<file path="src/logic/mini_pipe_cfg.svh">
`ifndef MINI_PIPE_CFG_SVH
`define MINI_PIPE_CFG_SVH

// data path width in bits
`define MP_XLEN 32

// r0 of the architectural registers reads as zero
`define MP_NREGS 32
`define MP_REG_IDX_W 5

// raw immediate carried in the low bits of the instruction word
`define MP_IMM_W 16

// data memory depth in 32-bit words
`define MP_DMEM_WORDS 256

`endif

</file>
<file path="src/logic/reg_file.sv">
`timescale 1ns/100ps
`default_nettype none

`include "mini_pipe_cfg.svh"

module reg_file (
    input  logic                     clk,
    input  logic                     rst_n,
    input  logic [`MP_REG_IDX_W-1:0] rs1_idx,
    input  logic [`MP_REG_IDX_W-1:0] rs2_idx,
    output logic [`MP_XLEN-1:0]      rs1_data,
    output logic [`MP_XLEN-1:0]      rs2_data,
    input  logic                     we,
    input  logic [`MP_REG_IDX_W-1:0] wr_idx,
    input  logic [`MP_XLEN-1:0]      wr_data
);

    logic [`MP_XLEN-1:0] regs [`MP_NREGS];

    // reads are combinational so decode sees the value in the same cycle
    assign rs1_data = (rs1_idx == '0) ? '0 : regs[rs1_idx];
    assign rs2_data = (rs2_idx == '0) ? '0 : regs[rs2_idx];

    always_ff @(posedge clk) begin
        if (!rst_n) begin
            for (int i = 0; i < `MP_NREGS; i++)
                regs[i] <= '0;
        end else if (we && wr_idx != '0) begin
            regs[wr_idx] <= wr_data;
        end
    end

endmodule

`default_nettype wire

</file>
<file path="config.mk">
export PLATFORM = sky130hd
export DESIGN_NAME = reg_file
export DESIGN_NICKNAME = d
export VERILOG_FILES = /design/src/logic/reg_file.sv
export VERILOG_INCLUDE_DIRS = /design/src /design/src/logic
export SDC_FILE = /design/constraint.sdc
export NUM_CORES = 2
export LEC_CHECK = 0
export ABC_CLOCK_PERIOD_IN_PS = 6200
export BUFFER_PORTS_ARGS = -buffer_cell sky130_fd_sc_hd__buf_4
export CAP_MARGIN = 20
export CORE_AREA = 2 2 252 441
export DETAILED_ROUTE_END_ITERATION = 16
export DIE_AREA = 0 0 254 443
export PLACE_DENSITY = 0.66
export SKIP_LAST_GASP = 1
export SYNTH_ARGS = -nofsm -noshare
export SYNTH_HDL_FRONTEND = slang
export SYNTH_SLANG_ARGS = --single-unit
export TNS_END_PERCENT = 20
</file>
<file path="constraint.sdc">
create_clock -name clk -period 6.2 [get_ports clk]
set_input_delay 1.24 -clock clk [delete_from_list [all_inputs] [get_ports clk]]
set_output_delay 1.24 -clock clk [all_outputs]
set_load 0.02 [all_outputs]
</file>
Word level (Yosys, flattened, before mapping)
Memory sizes are Yosys's and may differ from the RTL's.
Cells that the tools add are included.
- RAM bits: 1024
- register bits after elaboration: 0
- memories: 1
- input port bits: 50
- word-level logic and storage cells: 15
- reduce and logical (&&, ||, !) cells: 5
- mux-type cells: 9
- memory list (name ; depth ; bits a word ; read ports ; clocked after memory_dff ; wr ports ; RTL line ; source):
    regs ; 32 ; 32 ; 2 ; 0 ; 32 ; reg_file.sv:18 ; logic [`MP_XLEN-1:0] regs [`MP_NREGS];
- operators by type and width (operator ; count):
    $mux 32 ; 3
    $reduce_or 32->1 ; 1
    $logic_not 5->1 ; 2
    $mux 1 ; 5
    $mux 5 ; 1
    $reduce_bool 5->1 ; 1
    $logic_and 1x1->1 ; 1

Depth between registers and ports, before layout
- depth in word-level cells: 7
- mapped depth: 9

Worst setup path before layout
Ideal clock, no wire load.
- kind: input -> register
- start point: input port rst_n
- end point: memory regs[24][0] (netlist bit), enable pin
- setup time: 0.466 ns
- arrival: 4.310 ns
- data required time: 5.734 ns
- stages: 5
- setup slack: 1.424 ns
- path through: buf_2 > nand2_1 > or3_1 > clkbuf_1 > o21ai_0
- RTL lines (item ; RTL line ; source):
    start, declared ; reg_file.sv:8 ; input logic rst_n,
    end, declared ; reg_file.sv:18 ;

Worst setup path after layout
- start point: input port rs2_idx[0]
- end point: output port rs2_data[6]
- cells in the longest elaborated chain, start to end: 2
- ends and longest elaborated chain (item ; RTL line ; source):
    start, declared ; reg_file.sv:10 ; input logic [`MP_REG_IDX_W-1:0] rs2_idx,
    $mem_v2 32x32 / $logic_not 5->1 (equally long branches) ; -- ;
    $mux 32 (*) ; reg_file.sv:22 ; assign rs2_data = (rs2_idx == '0) ? '0 : regs[rs2_idx];
    end, declared ; reg_file.sv:12 ; output logic [`MP_XLEN-1:0] rs2_data,
Mark *: on every way between the ends. The rest lies on a longest branch, timed or not.

==> summary.md <==
| Metric | Value |
|---|---|
| Status | finished clean |
| Largest registers | regs x1024 |
| Routed len/inst | 34.98 um |
| GR met1 Demand/Resource | 0.3828 |
| Initial cell density of the core | 0.4967 |
| Most frequent cells after synthesis | 1,024 x edfxtp_1, 995 x and2_1, 472 x mux4_2, 274 x clkbuf_1, 150 x mux2i_1 |
| Hold Slack | 1028 ps |
| Instance count along the most critical hold path | 2 |
| Vias per cell | 6.811 |
| Vertical extent of the die | between 400 and 500 um |
| Number of design-rule violations left by the first detailed-router iteration | about 4.5k |
| Req. time, crit path | 4960 ps |
| CP Max Fanout | 43 |
| Mux contribution to synthesized area | 0.2299 |
| Met2 routing resource usage after global routing | 0.5327 |
| Leakage power | 20.55 nW |
| Critical Setup Path Class | primary input to output pin |
| Share of synthesized area occupied by flip-flops and latches | 0.5670 |
| Filler-free cell count of the finished design | between 5k and 6k |
| Number of antenna violations at the first check in global routing | 8 |
| Routing usage on met3 | 0.05558 |
| CTS tree | done |
| Endpoints failing hold | 0 |
| Largest family of logic cells by synthesized area | multiplexers |
| Post-layout net count | 3,567 |
| Buffers added on ports | 113 |
| Number of global-route vias before repair | approximately 36k |
| Count of flip-flops with a built-in enable after synthesis | 1,024 |
| Final total negative setup slack | 0 ps |
| Synthesis-to-finish area growth | 10.92% |
| Layout cells sized above 1 | 0.2741 |
| Clock transition at the registers of the reported paths | 70 ps |
| GRT Max-Usage Layer | met2 |
| Peak ir drop on the vdd network | 0.0002365 V |
| Top cells by area, synth | edfxtp_1 57%, mux4_2 20%, and2_1 11% |
| Sink count of the clock tree | 1,024 |
| Final count of pins violating max slew | 0 |
| HPWL Detailed | 110.0 mm |
| Flip-flop count of the largest register, all copies and words added | 1,024 |
| Distinct cells, synth | 45 |
| # DRC | 0 |
| Total via count in the routed design | 34.46k |
| Maximum number of pins on one net before global-route repair | 65 |
| Area of placed instances | between 0.05 and 0.06 mm^2 |
| Number of buffers added to fix hold violations after cts | 0 |
| Final period util | 0.8695 |
| Number of max-capacitance violations reported | 0 |
| Total Wirelength | about 180 mm |
| Startpoint class of the critical path | primary input |
| Synth Area in XOR/XNOR | 0 |
| Flip-flop and latch count after synthesis | 1,024 |
| Cell area after synthesis | 0.05423 mm^2 |
| Number of ports placed on the die boundary | approximately 110 |
| First-pass GRT wire length | 250.6 mm |
| Cell with the most instances after synthesis | edfxtp_1 |
| Total power divided by cell area | 267.3 mW/mm^2 |
| Relative slew slack | 0.2008 |
| Routability congestion estimate from global placement | ~0.9 |
| Yosys top cell by area | edfxtp_1 |
| Largest Register | regs |
| Overall global routing resource usage | 0.3171 |
| Final critical path time including I/O delays and setup | 5391 ps |
| Post-cts gate resize count | 0 |
| Commonest register cell after synthesis | edfxtp_1 |
| Synth Area in Compound Gates | 0.03917 |
| Arrival time of data at the critical path endpoint | 4150 ps |
| Transition time at the pin with the least slew margin | around 1200 ps |
| Count of buffers added by post-CTS timing repair for setup | 0 |
| Cells after DPL | 4,888 |
| H-tree levels | 3 |
| Share of synthesized cell area in and, or, nand and nor gates | 0.1297 |
| Master cell of the clock root buffer | clkbuf_16 |
| Buffer levels on the longest clock path | 3 |
| Area fraction of the dominant cell type after synthesis | 0.5670 |
| Minimum setup slack in the final design | 808.8 ps |
| Classification of the worst-slack hold path | primary input to flip-flop |
| Global-route congestion overflow total | 0 |
| Proportion of register bits with asynchronous set or reset after synthesis | 0 |
| Count of TritonRoute iterations in the first routing pass | 6 |
| Final setup violating endpoints | 0 |
| Number of instances in the synthesized netlist | 3,507 |
| Floorplan die width | 254 um |
| Total clock buffers created by CTS | a little over 90 |
| Mean instance size in the synthesized netlist | 15.46 um^2 |
| Count of synthesis-stage warnings from yosys | 0 |
| Synthesized-area fraction occupied by adder cells | 0 |
| Top achievable clock speed | 0.1855 GHz |
| Pre-CTS setup slack | 751.9 ps |
| Type of element capturing the critical path | output pin |
| RSZ-0062 raised after global routing | no |
| Number of placement rows | 161 |
| Area of the core region | about 0.11 mm^2 |
| Fillers | 8,735 |
| Number of nets with antenna violations after detailed routing | 0 |
| Overall die area | 0.1125 mm^2 |
| Final standard cell area without fillers | 0.06015 mm^2 |
-- worst max-delay path, cell delays in order --
cell and delay (ps):
buf_8 430, buf_12 270, mux4_2 520, nor2b_1 190
a2111oi_0 910, nor4_1 200, buf_4 210, buf_4 150
-- through the flow --
step | utilization | total power (W)
floorplan | - | 0.009574
global placement | 0.5237 | 0.01035
detailed placement | 0.5237 | 0.01041
CTS | 0.5503 | 0.01606
global route | 0.5508 | 0.01642
finish | 0.5509 | 0.01608
-- worst paths after layout --
kind / start / to / slack (ps)
setup / recovery: rs2_idx[0] / rs2_data[6] / 810
hold / removal: wr_data[14] / regs[11][14] / 1030
-- cell type report --
class,count,area (um^2),share of cell area
sequential,1024,30750,0.5112
multi-input combinational,2122,22300,0.3707
clock buffer,109,2387,0.03969
timing repair buffer,275,2337,0.03886
tap,1467,1836,0.03051
clock inverter,53,516.7,0.008591
antenna,6,15.01,0.0002496
inverter,3,11.26,0.0001872
-- placed cells by master, fill, tap and decap left out, types with 17 or more instances in the layout --
master	count
edfxtp_1	1024
and2_1	994
mux4_2	472
buf_4	250
mux2i_1	150
o22ai_1	103
clkbuf_16	93
nor3_1	54
a22o_1	51
a2111oi_1	32
conb_1	32
o21ai_4	31
mux2_2	30
a2111oi_0	23
clkinv_2	21
buf_12	18
nor2_4	17
-- report_power, final --
part           internal [W]  leakage (nW)  total, W  switching [W]
clock network       0.00316          1.42   0.00577        0.00261
logic              0.000891          9.38   0.00209        0.00120
registers           0.00800          9.75   0.00821       0.000213
total                0.0120          20.5    0.0161        0.00403
-- kinds of logic (layout without fill, tap and decap cells) --
logic type / Yosys count / after routing
AOI/OAI and AO/OA: 290 / 290
buffers and inverters: 392 / 440
DFF: 1024 / 1024
muxes: 652 / 652
other: 1 / 38
and+or+nand+nor: 1148 / 1148
-- per-layer routing --
metal / vias up / share of wire
met4: 8 / 0.062
li1: 13590 / -
met5: - / 0.00029
met1: 17840 / 0.34
met3: 628 / 0.092
met2: 2397 / 0.50
No activity file was read; power rests on OpenSTA's default activity.
