[src/logic/mini_pipe_cfg.svh]
`ifndef MINI_PIPE_CFG_SVH
`define MINI_PIPE_CFG_SVH

// data path width in bits
`define MP_XLEN 32

// r0 of the architectural registers reads as zero
`define MP_NREGS 32
`define MP_REG_IDX_W 5

// raw immediate carried in the low bits of the instruction word
`define MP_IMM_W 16

// data memory depth in 32-bit words
`define MP_DMEM_WORDS 256

`endif

[src/logic/mini_pipe_pkg.sv]
`default_nettype none

`include "mini_pipe_cfg.svh"

package mini_pipe_pkg;

    localparam int INSTR_W = 32;

    // the immediate shares its bits with rs2 and the spare field of the instruction word
    localparam int OP_W = 5;
    localparam int OP_LO = 27;
    localparam int YSEL_BIT = 26;
    localparam int RD_LO = 21;
    localparam int RS1_LO = 16;
    localparam int RS2_LO = 11;
    localparam int IMM_LO = 0;

    typedef enum logic [3:0] {
        OP_ADD = 4'd0,
        OP_SUB = 4'd1,
        OP_AND = 4'd2,
        OP_OR  = 4'd3,
        OP_XOR = 4'd4,
        OP_SLT = 4'd5,
        OP_LW  = 4'd6,
        OP_LB  = 4'd7,
        OP_SW  = 4'd8
    } op_e;

    // memory and writeback controls that travel with the instruction
    typedef struct packed {
        logic mem_read;
        logic mem_write;
        logic byte_sel;
        logic reg_write;
    } ctrl_t;

    typedef struct packed {
        op_e                      op;
        logic [`MP_XLEN-1:0]      rs1_data;
        logic [`MP_XLEN-1:0]      rs2_data;
        logic [`MP_XLEN-1:0]      imm;
        logic                     y_sel;
        logic [`MP_REG_IDX_W-1:0] rd;
        ctrl_t                    ctrl;
    } id_ex_t;

    typedef struct packed {
        logic [`MP_REG_IDX_W-1:0] rd;
        logic                     reg_write;
        logic [`MP_XLEN-1:0]      data;
    } ex_wb_t;

endpackage

`default_nettype wire

[src/logic/pipe_if.sv]
`timescale 1ns/100ps
`default_nettype none

// a transfer happens on a clock edge where valid and ready are both high
interface pipe_if #(
    parameter type payload_t = logic
) ();

    logic     valid;
    logic     ready;
    payload_t payload;

    modport source (
        output valid,
        output payload,
        input  ready
    );

    modport sink (
        input  valid,
        input  payload,
        output ready
    );

endinterface

`default_nettype wire

[src/logic/instr_decode.sv]
`timescale 1ns/100ps
`default_nettype none

`include "mini_pipe_cfg.svh"

module instr_decode (
    input  logic                                clk,
    input  logic                                rst_n,
    input  logic                                instr_valid,
    input  logic [mini_pipe_pkg::INSTR_W-1:0]   instr,
    output logic                                instr_ready,
    output logic [`MP_REG_IDX_W-1:0]            rs1_idx,
    output logic [`MP_REG_IDX_W-1:0]            rs2_idx,
    input  logic [`MP_XLEN-1:0]                 rs1_data,
    input  logic [`MP_XLEN-1:0]                 rs2_data,
    input  logic                                retire,
    input  logic [`MP_REG_IDX_W-1:0]            retire_rd,
    pipe_if.source                              out
);

    logic [mini_pipe_pkg::OP_W-1:0] op_field;
    logic                           op_known;
    mini_pipe_pkg::op_e             op;
    mini_pipe_pkg::ctrl_t           ctrl;
    logic [`MP_REG_IDX_W-1:0]       rd;
    logic                           y_sel;
    logic [`MP_IMM_W-1:0]           imm_raw;
    logic                           uses_rs2;
    logic                           hazard;
    logic                           accept;
    logic [`MP_NREGS-1:0]           pending_q;
    mini_pipe_pkg::id_ex_t          pkt;

    assign op_field = instr[mini_pipe_pkg::OP_LO +: mini_pipe_pkg::OP_W];
    assign y_sel    = instr[mini_pipe_pkg::YSEL_BIT];
    assign rd       = instr[mini_pipe_pkg::RD_LO +: `MP_REG_IDX_W];
    assign rs1_idx  = instr[mini_pipe_pkg::RS1_LO +: `MP_REG_IDX_W];
    assign rs2_idx  = instr[mini_pipe_pkg::RS2_LO +: `MP_REG_IDX_W];
    assign imm_raw  = instr[mini_pipe_pkg::IMM_LO +: `MP_IMM_W];

    // unknown opcodes become an ADD that writes nothing
    assign op_known = op_field <= mini_pipe_pkg::OP_W'(mini_pipe_pkg::OP_SW);
    assign op = op_known ? mini_pipe_pkg::op_e'(op_field[3:0]) : mini_pipe_pkg::OP_ADD;

    always_comb begin
        ctrl = '0;
        case (op)
            mini_pipe_pkg::OP_LW: begin
                ctrl.mem_read  = 1'b1;
                ctrl.reg_write = 1'b1;
            end
            mini_pipe_pkg::OP_LB: begin
                ctrl.mem_read  = 1'b1;
                ctrl.byte_sel  = 1'b1;
                ctrl.reg_write = 1'b1;
            end
            mini_pipe_pkg::OP_SW: ctrl.mem_write = 1'b1;
            default: ctrl.reg_write = op_known;
        endcase
    end

    // stores always read rs2 as their data, whatever y_sel says
    assign uses_rs2 = !y_sel || ctrl.mem_write;

    // a pending rd is also a hazard so that an older write cannot clear a newer one
    assign hazard = pending_q[rs1_idx] ||
                    (uses_rs2 && pending_q[rs2_idx]) ||
                    (ctrl.reg_write && pending_q[rd]);

    always_comb begin
        pkt.op       = op;
        pkt.rs1_data = rs1_data;
        pkt.rs2_data = rs2_data;
        pkt.imm      = {{(`MP_XLEN-`MP_IMM_W){imm_raw[`MP_IMM_W-1]}}, imm_raw};
        pkt.y_sel    = y_sel;
        pkt.rd       = rd;
        pkt.ctrl     = ctrl;
    end

    assign out.payload = pkt;
    assign out.valid   = instr_valid && !hazard;
    assign instr_ready = out.ready && !hazard;
    assign accept      = instr_valid && instr_ready;

    // r0 never gets a pending bit since it is never written
    always_ff @(posedge clk) begin
        if (!rst_n) begin
            pending_q <= '0;
        end else begin
            if (retire)
                pending_q[retire_rd] <= 1'b0;
            if (accept && ctrl.reg_write && rd != '0)
                pending_q[rd] <= 1'b1;
        end
    end

endmodule

`default_nettype wire

[src/flat_wrapper.sv]
// flat-port wrapper written by rule: the top's interface ports become plain ports
module instr_decode_flat 
  (clk, rst_n, instr_valid, instr, instr_ready, rs1_idx, rs2_idx, rs1_data, rs2_data, retire, retire_rd, out_valid, out_payload, out_ready);
  pipe_if out_i ();
  input  logic clk;
  input  logic rst_n;
  input  logic instr_valid;
  input  logic [mini_pipe_pkg::INSTR_W-1:0] instr;
  output logic instr_ready;
  output logic [`MP_REG_IDX_W-1:0] rs1_idx;
  output logic [`MP_REG_IDX_W-1:0] rs2_idx;
  input  logic [`MP_XLEN-1:0] rs1_data;
  input  logic [`MP_XLEN-1:0] rs2_data;
  input  logic retire;
  input  logic [`MP_REG_IDX_W-1:0] retire_rd;
  output wire logic [$bits(out_i.valid)-1:0] out_valid;
  output wire logic [$bits(out_i.payload)-1:0] out_payload;
  input wire logic [$bits(out_i.ready)-1:0] out_ready;
  assign out_valid = out_i.valid;
  assign out_payload = out_i.payload;
  assign out_i.ready = out_ready;
  instr_decode u_core (.clk(clk), .rst_n(rst_n), .instr_valid(instr_valid), .instr(instr), .instr_ready(instr_ready), .rs1_idx(rs1_idx), .rs2_idx(rs2_idx), .rs1_data(rs1_data), .rs2_data(rs2_data), .retire(retire), .retire_rd(retire_rd), .out(out_i));
endmodule
[config.mk]
export PLATFORM = sky130hd
export DESIGN_NAME = instr_decode_flat
export DESIGN_NICKNAME = d
export VERILOG_FILES = /design/src/logic/mini_pipe_pkg.sv /design/src/logic/pipe_if.sv /design/src/logic/instr_decode.sv /design/src/flat_wrapper.sv
export VERILOG_INCLUDE_DIRS = /design/src /design/src/logic
export SDC_FILE = /design/constraint.sdc
export NUM_CORES = 1
export LEC_CHECK = 0
export BUFFER_PORTS_ARGS = -buffer_cell sky130_fd_sc_hd__buf_2
export CAP_MARGIN = 25
export CORE_MARGIN = 3
export CORE_UTILIZATION = 50
export CTS_CLUSTER_DIAMETER = 30
export CTS_CLUSTER_SIZE = 16
export DETAILED_ROUTE_END_ITERATION = 10
export PLACE_DENSITY = 0.9
export REMOVE_ABC_BUFFERS = 1
export SYNTH_ARGS = -nofsm -noshare
export SYNTH_HDL_FRONTEND = slang
export SYNTH_SLANG_ARGS = --single-unit
[constraint.sdc]
create_clock -name clk -period 7.4 [get_ports clk]
set_input_delay 0.74 -clock clk [delete_from_list [all_inputs] [get_ports clk]]
set_output_delay 0.74 -clock clk [all_outputs]
set_load 0.01 [all_outputs]
Word level (Yosys, flattened, before mapping):

Index checks and enable logic that the tools add are counted.

* magnitude comparators: 7
* equal/unequal tests: 3
* muxes and demuxes: 16
* bitwise logic cells: 3
* reductions and logical operators: 16

Operators by type and width (number)
* $mux 32: 3
* $and 32x32->32: 1
* $not 32->32: 1
* $or 32x32->32: 1
* $lt 5x6->1 const B: 4
* $bmux 1 s5: 3
* $demux 1 s5: 2
* $ge 5x1->1 const B: 2
* $logic_and 1x1->1: 9
* $eq 4x3->1 const B: 2
* $mux 1: 6
* $le 5x4->1 const B: 1
* $reduce_bool 5->1: 1
* $eq 4x4->1 const B: 1
* $mux 4: 1
* $logic_or 1x1->1: 3
* $logic_not 1->1: 2
* $pmux 1 s2: 1
* $reduce_or 2->1: 1

* register bits after elaboration: 32
* input port bits: 106
* output and inout bits: 13
* logic and storage cells: 46

Depth between registers and ports, before layout:

Gate-level depths: netlist of the first run.

* depth after elaboration: 14
* mapped depth: 9
* mapped depth without buffers: 7

Worst setup path after synthesis of the first run:

Ideal clock, no wire load.

* kind: input to output
* from: in instr[16] in the netlist's numbering
* to: out instr_ready
* data arrival time: 2.706 ns
* data required time: 6.660 ns
* setup slack: 3.954 ns
* stages: 9
* path buffers: 2
* cells stage by stage: clkbuf_1 -> buf_2 -> mux2i_1 -> a22oi_1 -> nand3_1 -> nand2_1 -> nor3_2 -> and3_1 -> and2_1

* word-level cells in the longest chain between the ends: 6

Ends and longest elaborated chain
* start: declaration: line flat_wrapper.sv:8 `input logic [mini_pipe_pkg::INSTR_W-1:0] instr;`
* $bmux 1 s5: line instr_decode.sv:66 `assign hazard = pending_q[rs1_idx] ||`
* $mux 1 (implied by the code): line instr_decode.sv:66
* $logic_or 1x1->1: line instr_decode.sv:66
* $logic_or 1x1->1: line instr_decode.sv:67 `(uses_rs2 && pending_q[rs2_idx]) ||`
* $logic_not 1->1: line instr_decode.sv:82 `assign instr_ready = out.ready && !hazard;`
* $logic_and 1x1->1: line instr_decode.sv:82
* end: declaration: line flat_wrapper.sv:9 `output logic instr_ready;`

Every way passes these cells. The select of a mux whose other input is x is not followed.

Worst setup path after layout of the first run:

* from: in instr[22] in the netlist's numbering
* to: out instr_ready

* word-level cells in the longest chain between the ends: 6

Ends and longest elaborated chain
* $bmux 1 s5: line instr_decode.sv:68 `(ctrl.reg_write && pending_q[rd]);`
* $mux 1 (implied by the code): line instr_decode.sv:68
* $logic_and 1x1->1: line instr_decode.sv:68
* $logic_or 1x1->1: line instr_decode.sv:67
* $logic_not 1->1: line instr_decode.sv:82
* $logic_and 1x1->1: line instr_decode.sv:82

Every way passes these cells. The select of a mux whose other input is x is not followed.

==> results.py, run 1 <==
metrics = {
    "synthesis": {
        "synth.top_cells.by_area": "dfxtp_1, mux2i_1, o211ai_1",
        "ys_seq_area_share_pct": 27.10,
        "yosysWarnings": 0,
        "ys_types": 42,
        "synth_cells": 259,
        "avgSynthCellArea_sq_um": 9.126,
        "ys_ff_latch": 32,
        "async_reset_ff_share_pct": 0,
        "synth_edf_count": 0,
        "netlist.area_leader.share_pct": 27.10,
        "yosysTopAreaCell": "dfxtp_1",
        "synth_ff_type": "dfxtp_1",
        "synth_area_sq_um": 2364,
    },
    "grt": {
        "grt_pass1_wl_mm": 11.32,
        "antenna_found_initial": 0,
        "grt_pass1_vias": 2225,
        "overflow": 0,
        "grt_max_degree": 34,
        "track_usage_pct": 27.03,
    },
    "placement": {
        "hpwlAfterDp_mm": 5.075,
        "gp_congestion": 0.9587,
        "portBuffers": 43,
        "pre_cts_ws_ps": 3692,
        "dp.cells": 331,
    },
    "finish": {
        "final_nets": 392,
        "drive_gt1_share_pct": 24.74,
        "diodes": 0,
        "largest_registers": "u_core.pending_q: 32 flops",
        "area_delta_synth_final_pct": 9.899,
        "final_cells": 339,
        "largest_register_ffs": 32,
        "top_register": "u_core.pending_q",
    },
    "clock_network": {
        "cts.clk_slew.worst_paths_ps": 70,
        "clk_latency_ps": 290,
        "cts_max_path_buffers": 2,
        "cts_tree": "built",
        "postCtsSetupBuffers": 0,
        "htree_levels": 2,
        "cts_resized": 0,
        "hold_buffers": 0,
        "cts_root_buffer": "clkbuf_8",
        "numCtsBuffers": 5,
        "cts.sinks": 32,
    },
    "worst_setup_path": {
        "critPathKind": "input pin to output port",
        "required_ps": 6660,
        "crit_path_end_kind": "output port",
        "slowest_stage": "a2111oi_1",
        "path_max_fanout": 22,
        "cpPeakStageDelay_ps": 620,
        "worst_r2r_path_depth": 5,
        "path_cells": "buf_2 -> mux2i_1 -> and3_1 -> o21a_1 -> a2111oi_1 -> a32oi_4 -> and3_1 -> and2_1 -> buf_2",
        "path_delay_family": "compound AO/OA/AOI/OAI gates",
        "startpoint_type": "input pin",
        "critPathArrivalTime_ps": 3040,
        "cp_num_cells": 9,
        "crit_buf_inv": 2,
    },
    "timing": {
        "tns_ps": 0,
        "rsz0062_at_grt": "false",
        "worst_pin_slew_ps": 775.5,
        "setup_violations": 0,
        "relSlewSlack_pct": 47.95,
        "fin_skew_ps": 5.743,
        "final-hold-violation-count": 0,
        "fin_ws_ps": 3618,
        "hold_ws_ps": 495.7,
        "slew_viol_final": 0,
        "period_share_pct": 51.11,
        "fmax_ghz": 0.2644,
        "fin_crit_ps": 3782,
    },
    "floorplanning": {
        "die_h_um": 74.76,
        "core_sq_um": 4444,
        "die_w_um": 74.76,
        "initial_utilization_pct": 53.18,
        "rows": 24,
        "die_area_sq_um": 5588,
        "ios": 119,
    },
    "hold_path": {
        "hold_depth": 1,
        "worst_hold_path_type": "flip-flop to flip-flop",
    },
    "routing": {
        "wl_mm": 7.127,
        "via_per_inst": 7.071,
        "vias": 2397,
        "drc_errors": 0,
        "antenna_left": 0,
        "drt_iter0_markers": 373,
        "dr.pass1.iters": 5,
        "wl_per_cell_um": 21.02,
    },
    "outcome": {
        "outcome": "finished clean",
    },
    "power": {
        "peakVddDrop_mv": 0.09267,
        "power.leakage_nw": 0.9358,
        "pwr_density_cell_nw_per_um2": 147.1,
    },
    "job": {
        "maxCapViolCount": 0,
    },
}
## worst register-to-register path: cells and delay by family, from the launching register on
family,cells,cell delay [ps]
flops,1,340
simple gates,1,310
compound gates,2,640
mux,2,1010
## layer usage
| metal | wire (um) | vias up | GRT usage [%] |
|---|---|---|---|
| li1 | - | 1071 | - |
| met4 | 137 | 0 | 9.486 |
| met1 | 2837 | 1130 | 37.17 |
| met3 | 901 | 13 | 6.409 |
| met2 | 3251 | 183 | 41.66 |
| met5 | 0 | - | 0 |
## cell families after synthesis
kind of cell	after synthesis	share of synthesized area, %
AOI/OAI and AO/OA	89	26.10
and+or+nand+nor	74	19.96
muxes	40	20.91
DFF	32	27.10
buffers and inverters	24	5.929
## cells in the mapped netlist, types with 3 or more instances
cell,count
nand4b_1,3
nor3_1,3
mux2_2,5
and2_1,5
a211oi_1,3
a21oi_1,3
mux4_2,7
a2111oi_0,5
and3_1,3
o21ai_1,30
o211ai_1,31
dfxtp_1,32
buf_2,4
o21ai_0,3
a22oi_1,4
clkbuf_1,7
nor2b_1,10
mux2i_1,28
nand3_1,6
buf_4,12
nor2_1,8
nand2_1,16
nand4_4,3
nand3b_1,6
## power breakdown
part           internal, mW  switching [mW]
Clock                0.0758          0.0636
Sequential            0.172        0.000318
Combinational        0.0246          0.0453
Total                 0.273           0.109
## placed cells by master, fill, tap and decap left out, types with 7 or more instances in the layout
cell	instances
dfxtp_1	32
mux2i_1	28
buf_2	43
nor2_1	8
nand2_1	16
o211ai_1	31
mux4_2	7
o21ai_1	30
nor2b_1	10
## worst paths after layout
kind	startpoint	to	slack, ps
hold / removal	u_core.pending_q[0]	u_core.pending_q[0]	500
setup reg to reg	u_core.pending_q[28]	u_core.pending_q[12]	5030
setup / recovery	instr[22]	instr_ready	3620
hold reg to reg	u_core.pending_q[0]	u_core.pending_q[0]	500
## metrics by stage
step	power (mW)	util, %	area (sq um)
floorplan	0.2075	-	2227
global placement	0.2426	56.42	2507
detailed placement	0.2446	56.42	2507
CTS	0.3814	58.45	2597
global route	0.3969	58.45	2597
finish	0.3821	58.45	2597
## layout make-up
class | instances | area [sq um]
clock buffers | 8 | 90.09
flip-flops and latches | 32 | 640.6
multi-input cells | 203 | 1583
well taps | 52 | 65.06
repair buffers | 43 | 215.2
inverters | 1 | 3.754
fillers | 407 | 1847
No activity file was read; power rests on OpenSTA's default activity.
==> inputs of run 2 (changes only) <==
- ABC_AREA: unset -> 1
- CORE_UTILIZATION: 50 -> 44
- PLACE_DENSITY: 0.9 -> 0.8
- clock period: 7.4 -> 3.3 ns (I/O delays scaled with it)
==> run 2 against run 1 <==
  * Global-route usage decreased by 2.2 points
  * Clock power increased by 110%
  * Hold slack got worse by 15 ps
  * Critical path type is now input pin to flip-flop
  * Largest cell class unchanged
==> results.py, run 2 <==
metrics = {
    "outcome": {
        "outcome": "finished clean",
    },
    "worst_setup_path": {
        "startpoint_type": "input pin",
        "crit_path_end_kind": "flip-flop",
        "required_ps": 3500,
        "critPathArrivalTime_ps": 2410,
        "path_max_fanout": 31,
        "critPathKind": "input pin to flip-flop",
    },
    "synthesis": {
        "synth_area_sq_um": 2823,
        "synth_simple_gate_area_share_pct": 46.68,
        "synthXorXnorAreaFrac_pct": 0,
        "yosysTopAreaCell": "dfxtp_1",
        "synth_cells": 489,
        "synth.top_cells.by_area": "dfxtp_1, nand2_1, nand3_1",
        "async_reset_ff_share_pct": 0,
        "synth_fa_ha_area_share_pct": 0,
        "synth_compound_area_share_pct": 13.96,
        "ys_seq_area_share_pct": 22.70,
        "muxShareOfSynthArea_pct": 0,
        "ys_types": 26,
        "synth_edf_count": 0,
        "netlist.area_leader.share_pct": 22.70,
        "synth_ff_type": "dfxtp_1",
        "netlist_top_cells_count": "nand2_1, nand3_1, inv_1, nor2_1, o21ai_0",
        "synth_top_family_by_area": "simple AND/OR/NAND/NOR gates",
        "yosysWarnings": 0,
        "ys_ff_latch": 32,
        "synthMostInstantiatedCell": "nand2_1",
        "avgSynthCellArea_sq_um": 5.772,
    },
    "timing": {
        "period_share_pct": 67.03,
        "relSlewSlack_pct": 29.38,
        "fmax_ghz": 0.4521,
        "setup_violations": 0,
        "worst_pin_slew_ps": 1058,
        "fin_skew_ps": 7.163,
        "fin_crit_ps": 2212,
        "slew_viol_final": 0,
        "rsz0062_at_grt": "false",
        "tns_ps": 0,
        "final-hold-violation-count": 0,
    },
    "floorplanning": {
        "die_h_um": 86.10,
        "ios": 119,
        "die_area_sq_um": 7412,
        "rows": 28,
        "initial_utilization_pct": 46.57,
        "core_sq_um": 6061,
        "die_w_um": 86.10,
    },
    "grt": {
        "overflow": 0,
        "track_usage_pct": 24.80,
        "grt_max_degree": 33,
        "grt_pass1_vias": 3019,
        "grt_pass1_wl_mm": 14.65,
        "antenna_found_initial": 0,
    },
    "clock_network": {
        "hold_buffers": 0,
        "cts_resized": 0,
        "numCtsBuffers": 5,
        "cts_tree": "built",
        "cts_root_buffer": "clkbuf_8",
        "cts_max_path_buffers": 2,
        "htree_levels": 2,
        "postCtsSetupBuffers": 0,
        "cts.clk_slew.worst_paths_ps": 60,
        "clk_latency_ps": 290,
        "cts.sinks": 32,
    },
    "routing": {
        "drc_errors": 0,
        "wl_mm": 9.096,
        "drt_iter0_markers": 486,
        "dr.pass1.iters": 5,
        "vias": 3443,
        "antenna_left": 0,
        "via_per_inst": 5.936,
        "wl_per_cell_um": 15.68,
    },
    "power": {
        "pwr_density_cell_nw_per_um2": 304.9,
        "p_total_uw": 904.5,
        "peakVddDrop_mv": 0.2168,
        "power.leakage_nw": 1.270,
    },
    "finish": {
        "mostFrequentLayoutCell": "nand2_1",
        "area_delta_synth_final_pct": 5.098,
        "most-common-layout-cells": "nand2_1, nand3_1, inv_1",
        "nFillCells": 662,
        "regArea_sq_um": 640.6,
        "multi_input_area_sq_um": 1712,
        "drive_gt1_share_pct": 13.86,
        "diodes": 0,
        "largest_register_ffs": 32,
        "largest_registers": "u_core.pending_q: 32 flops",
        "final_nets": 611,
        "top_register": "u_core.pending_q",
    },
    "placement": {
        "portBuffers": 43,
        "hpwlAfterDp_mm": 6.449,
        "gp_congestion": 0.9476,
    },
    "hold_path": {
        "worst_hold_path_type": "flip-flop to flip-flop",
    },
    "job": {
        "maxCapViolCount": 0,
    },
}
-- run 2: changes by cell type in the layout (fill, tap and decap cells not counted), moves of 30 or more --
cell | previous run | this run
inv_1 | 1 | 53
nand2_1 | 16 | 132
nand3_1 | 6 | 62
nand4_1 | 2 | 32
nor2_1 | 8 | 38
o21ai_0 | 3 | 34
-- run 2: critical path, stage by stage --
cell and delay, ps:
buf_2 370, nand2_4 180, o21ai_1 160, nor2_1 60, nor2_1 80, nor2_1 60, nand3_1 80, nand3_2 130
nor2_4 580, nand4_1 190, a21oi_1 170
-- run 2: path summary, 6_finish.rpt --
path                              from                   end  slack [ps]  cells past startpoint
setup reg to reg  u_core.pending_q[15]  u_core.pending_q[21]        1210                     13
hold reg to reg   u_core.pending_q[14]  u_core.pending_q[14]         480                      2
hold / removal    u_core.pending_q[14]  u_core.pending_q[14]         480                      2
setup / recovery             instr[21]  u_core.pending_q[21]        1090                     11
-- run 2: final cells by class --
type,count,share of cell area (%)
Clock buffer,6,2.446
Clock inverter,1,0.1687
Inverter,60,7.676
Multi-Input combinational cell,363,57.70
Sequential cell,32,21.59
Tap cell,75,3.163
Timing Repair Buffer,43,7.254
-- run 2: cells by family (layout without fill, tap and decap cells) --
| group | after synthesis | count (layout) |
|---|---|---|
| DFF | 32 | 32 |
| buffers and inverters | 94 | 110 |
| AOI/OAI and AO/OA | 75 | 75 |
| and+or+nand+nor | 288 | 288 |
-- run 2: metal layers --
layer / GRT usage (%) / vias to the layer above / share of wire [%]
li1: - / 1634 / -
met1: 34.87 / 1510 / 40
met2: 37.42 / 271 / 43
met3: 3.842 / 28 / 14
met4: 10.50 / 0 / 2.7
met5: 0 / - / 0
-- run 2: power by group --
part	internal, mW	leakage [nW]	switching (mW)
Combinational	0.0630	0.971	0.164
Sequential	0.386	0.258	0.000445
Clock	0.143	0.0410	0.147
-- run 2: stage by stage --
| step | std cells | util (%) | hold slack [ps] | setup slack [ps] | cell area, sq um |
|---|---|---|---|---|---|
| floorplan | 455 | - | 454.0 | 1598 | 2580 |
| global placement | 573 | 47.67 | 461.3 | 879.7 | 2889 |
| detailed placement | 573 | 47.67 | 467.1 | 818.5 | 2889 |
| CTS | 580 | 48.95 | 476.0 | 1121 | 2967 |
| global route | 580 | 48.95 | 534.1 | 835.3 | 2967 |
| finish | 580 | 48.95 | 480.6 | 1088 | 2967 |
==> inputs of run 3 (changes only) <==
- ABC_AREA: 1 -> 0
- CORE_UTILIZATION: 44 -> 42
- clock period: 3.3 -> 2 ns (I/O delays scaled with it)
==> run 3 against run 2 <==
  * The flow now finishes with violations (negative setup slack)
  * Wire length fell by 7.4%
  * Global-route usage grew 1.4 points
  * Combinational power increased by 46%
  * Clock skew decreased by 0.75 ps
  * Final area rose by 6.2%
  * Core utilization grew 11 points
  * Sequential power increased by 65%
  * Sequential cell count is the same
  * Register-to-register slack worse by 1700 ps
  * Via count shrank 23%
  * Count of clock-buffer cells in the layout down 1
  * Power grew 66%
  * Largest cell class unchanged
==> results.py, run 3 (same netlist as run 1, synthesis figures left out) <==
metrics = {
    "finish": {
        "final_cells": 414,
        "diodes": 0,
        "top_register": "u_core.pending_q",
        "drive_gt1_share_pct": 43.02,
        "largest_register_ffs": 32,
        "nFillCells": 477,
        "area_delta_synth_final_pct": 33.30,
        "most-common-layout-cells": "buf_4, buf_2, o211ai_1",
        "final_core_util_pct": 59.78,
        "final_nets": 449,
        "largest_registers": "u_core.pending_q: 32 flops",
        "mostFrequentLayoutCell": "buf_4",
    },
    "floorplanning": {
        "die_h_um": 81.02,
        "core_sq_um": 5270,
        "die_area_sq_um": 6563,
        "initial_utilization_pct": 44.85,
        "die_w_um": 81.02,
        "rows": 26,
        "ios": 119,
    },
    "grt": {
        "overflow": 0,
        "gr-usage-met2_pct": 40.56,
        "busiest_layer": "met2",
        "antenna_found_initial": 0,
        "grtUsageMet3_pct": 5.100,
        "grt_max_degree": 33,
        "met1_usage_pct": 35.09,
        "grt_pass1_wl_mm": 12.77,
        "grt_pass1_vias": 2387,
        "track_usage_pct": 26.22,
    },
    "worst_setup_path": {
        "required_ps": 1800,
        "path_max_fanout": 2,
        "critPathArrivalTime_ps": 2320,
        "critPathKind": "flip-flop to output port",
        "r2r_slack_ps": -470,
        "crit_path_end_kind": "output port",
        "startpoint_type": "flip-flop",
    },
    "routing": {
        "wl_per_cell_um": 20.34,
        "wl_mm": 8.419,
        "drc_errors": 0,
        "drt_iter0_markers": 267,
        "dr.pass1.iters": 5,
        "antenna_left": 0,
        "via_per_inst": 6.411,
        "vias": 2654,
    },
    "clock_network": {
        "cts_tree": "built",
        "hold_buffers": 0,
        "cts_max_path_buffers": 2,
        "clk_latency_ps": 290,
        "cts_root_buffer": "clkbuf_8",
        "numCtsBuffers": 5,
        "htree_levels": 2,
        "cts.sinks": 32,
        "cts.clk_slew.worst_paths_ps": 80,
    },
    "timing": {
        "slew_viol_final": 0,
        "relSlewSlack_pct": 58.72,
        "fmax_ghz": 0.3965,
        "tns_ps": -13230,
        "final-hold-violation-count": 0,
        "fin_ws_ps": -521.9,
        "period_share_pct": 126.1,
        "rsz0062_at_grt": "true",
        "fin_skew_ps": 6.417,
        "fin_crit_ps": 2522,
        "setup_violations": 33,
        "worst_pin_slew_ps": 617.7,
    },
    "outcome": {
        "violations": "negative setup slack",
        "outcome": "finished with violations",
    },
    "power": {
        "p_total_mw": 1.499,
        "p_int_mw": 1.031,
        "p_clk_share_pct": 35.3,
        "p_sw_share_pct": 31.23,
        "seqPwrFrac_pct": 42.6,
        "power.leakage_nw": 1.262,
        "pwr_density_cell_nw_per_um2": 475.7,
        "combinationalPowerShare_pct": 22.1,
        "peakVddDrop_mv": 0.4015,
        "switching_power_uw": 468.0,
    },
    "placement": {
        "gp_congestion": 0.9797,
        "hpwlAfterDp_mm": 6.241,
        "portBuffers": 43,
        "dp.cells": 404,
    },
    "job": {
        "maxCapViolCount": 0,
    },
    "hold_path": {
        "worst_hold_path_type": "input pin to flip-flop",
    },
}
-- run 3: layout make-up --
cell class	instances	area [sq um]	area share [%]
multi-input cells	203	1638	51.99
repair buffers	100	684.4	21.72
flip-flops and latches	32	644.4	20.45
well taps	70	87.58	2.780
clock buffers	5	68.82	2.184
clock inverters	3	23.77	0.7546
inverters	1	3.754	0.1191
-- run 3: what timing repair did --
action / in CTS / in global routing
pin swaps: 9 / 6
hold endpoints to repair: 0 / 0
gates resized for setup: 5 / 18
buffers inserted: 1 / 1
setup endpoints to repair: 33 / 33
-- run 3: worst paths after layout --
path | start | end | depth (start not counted)
worst max-delay path | u_core.pending_q[31] | instr_ready | 6
worst max register to register | u_core.pending_q[31] | u_core.pending_q[12] | 7
worst min register to register | u_core.pending_q[14] | u_core.pending_q[14] | 2
worst min-delay path | instr[22] | u_core.pending_q[24] | 2
-- run 3: power groups by stage --
| stage | Clock (mW) | Sequential, mW | Combinational [mW] |
|---|---|---|---|
| floorplan | 0 | 0.653 | 0.114 |
| global placement | 0 | 0.653 | 0.298 |
| detailed placement | 0 | 0.653 | 0.304 |
| CTS | 0.532 | 0.638 | 0.310 |
| global route | 0.563 | 0.638 | 0.352 |
| finish | 0.530 | 0.638 | 0.331 |
-- run 3: worst max-delay path: stages (launching register included) --
cell     delay (ps)
dfxtp_1         330
mux4_2          470
mux4_2          530
a32oi_4         250
and3_4          220
and2_4          130
buf_6            90
-- run 3: stage by stage --
| stage | setup slack, ps | hold WS [ps] | instance area (sq um) |
|---|---|---|---|
| floorplan | -213.5 | 311.7 | 2227 |
| global placement | -329.1 | 517.5 | 2968 |
| detailed placement | -411.5 | 535.5 | 2968 |
| CTS | -512.9 | 295.4 | 3077 |
| global route | -562.3 | 291.5 | 3151 |
| finish | -521.9 | 277.9 | 3151 |
-- run 3: per-layer routing --
layer,vias to the layer above,share of wire [%],routed length (um)
li1,1182,-,-
met1,1249,39,3245
met2,189,46,3888
met3,34,11,954
met4,0,3.9,331
met5,-,0,0
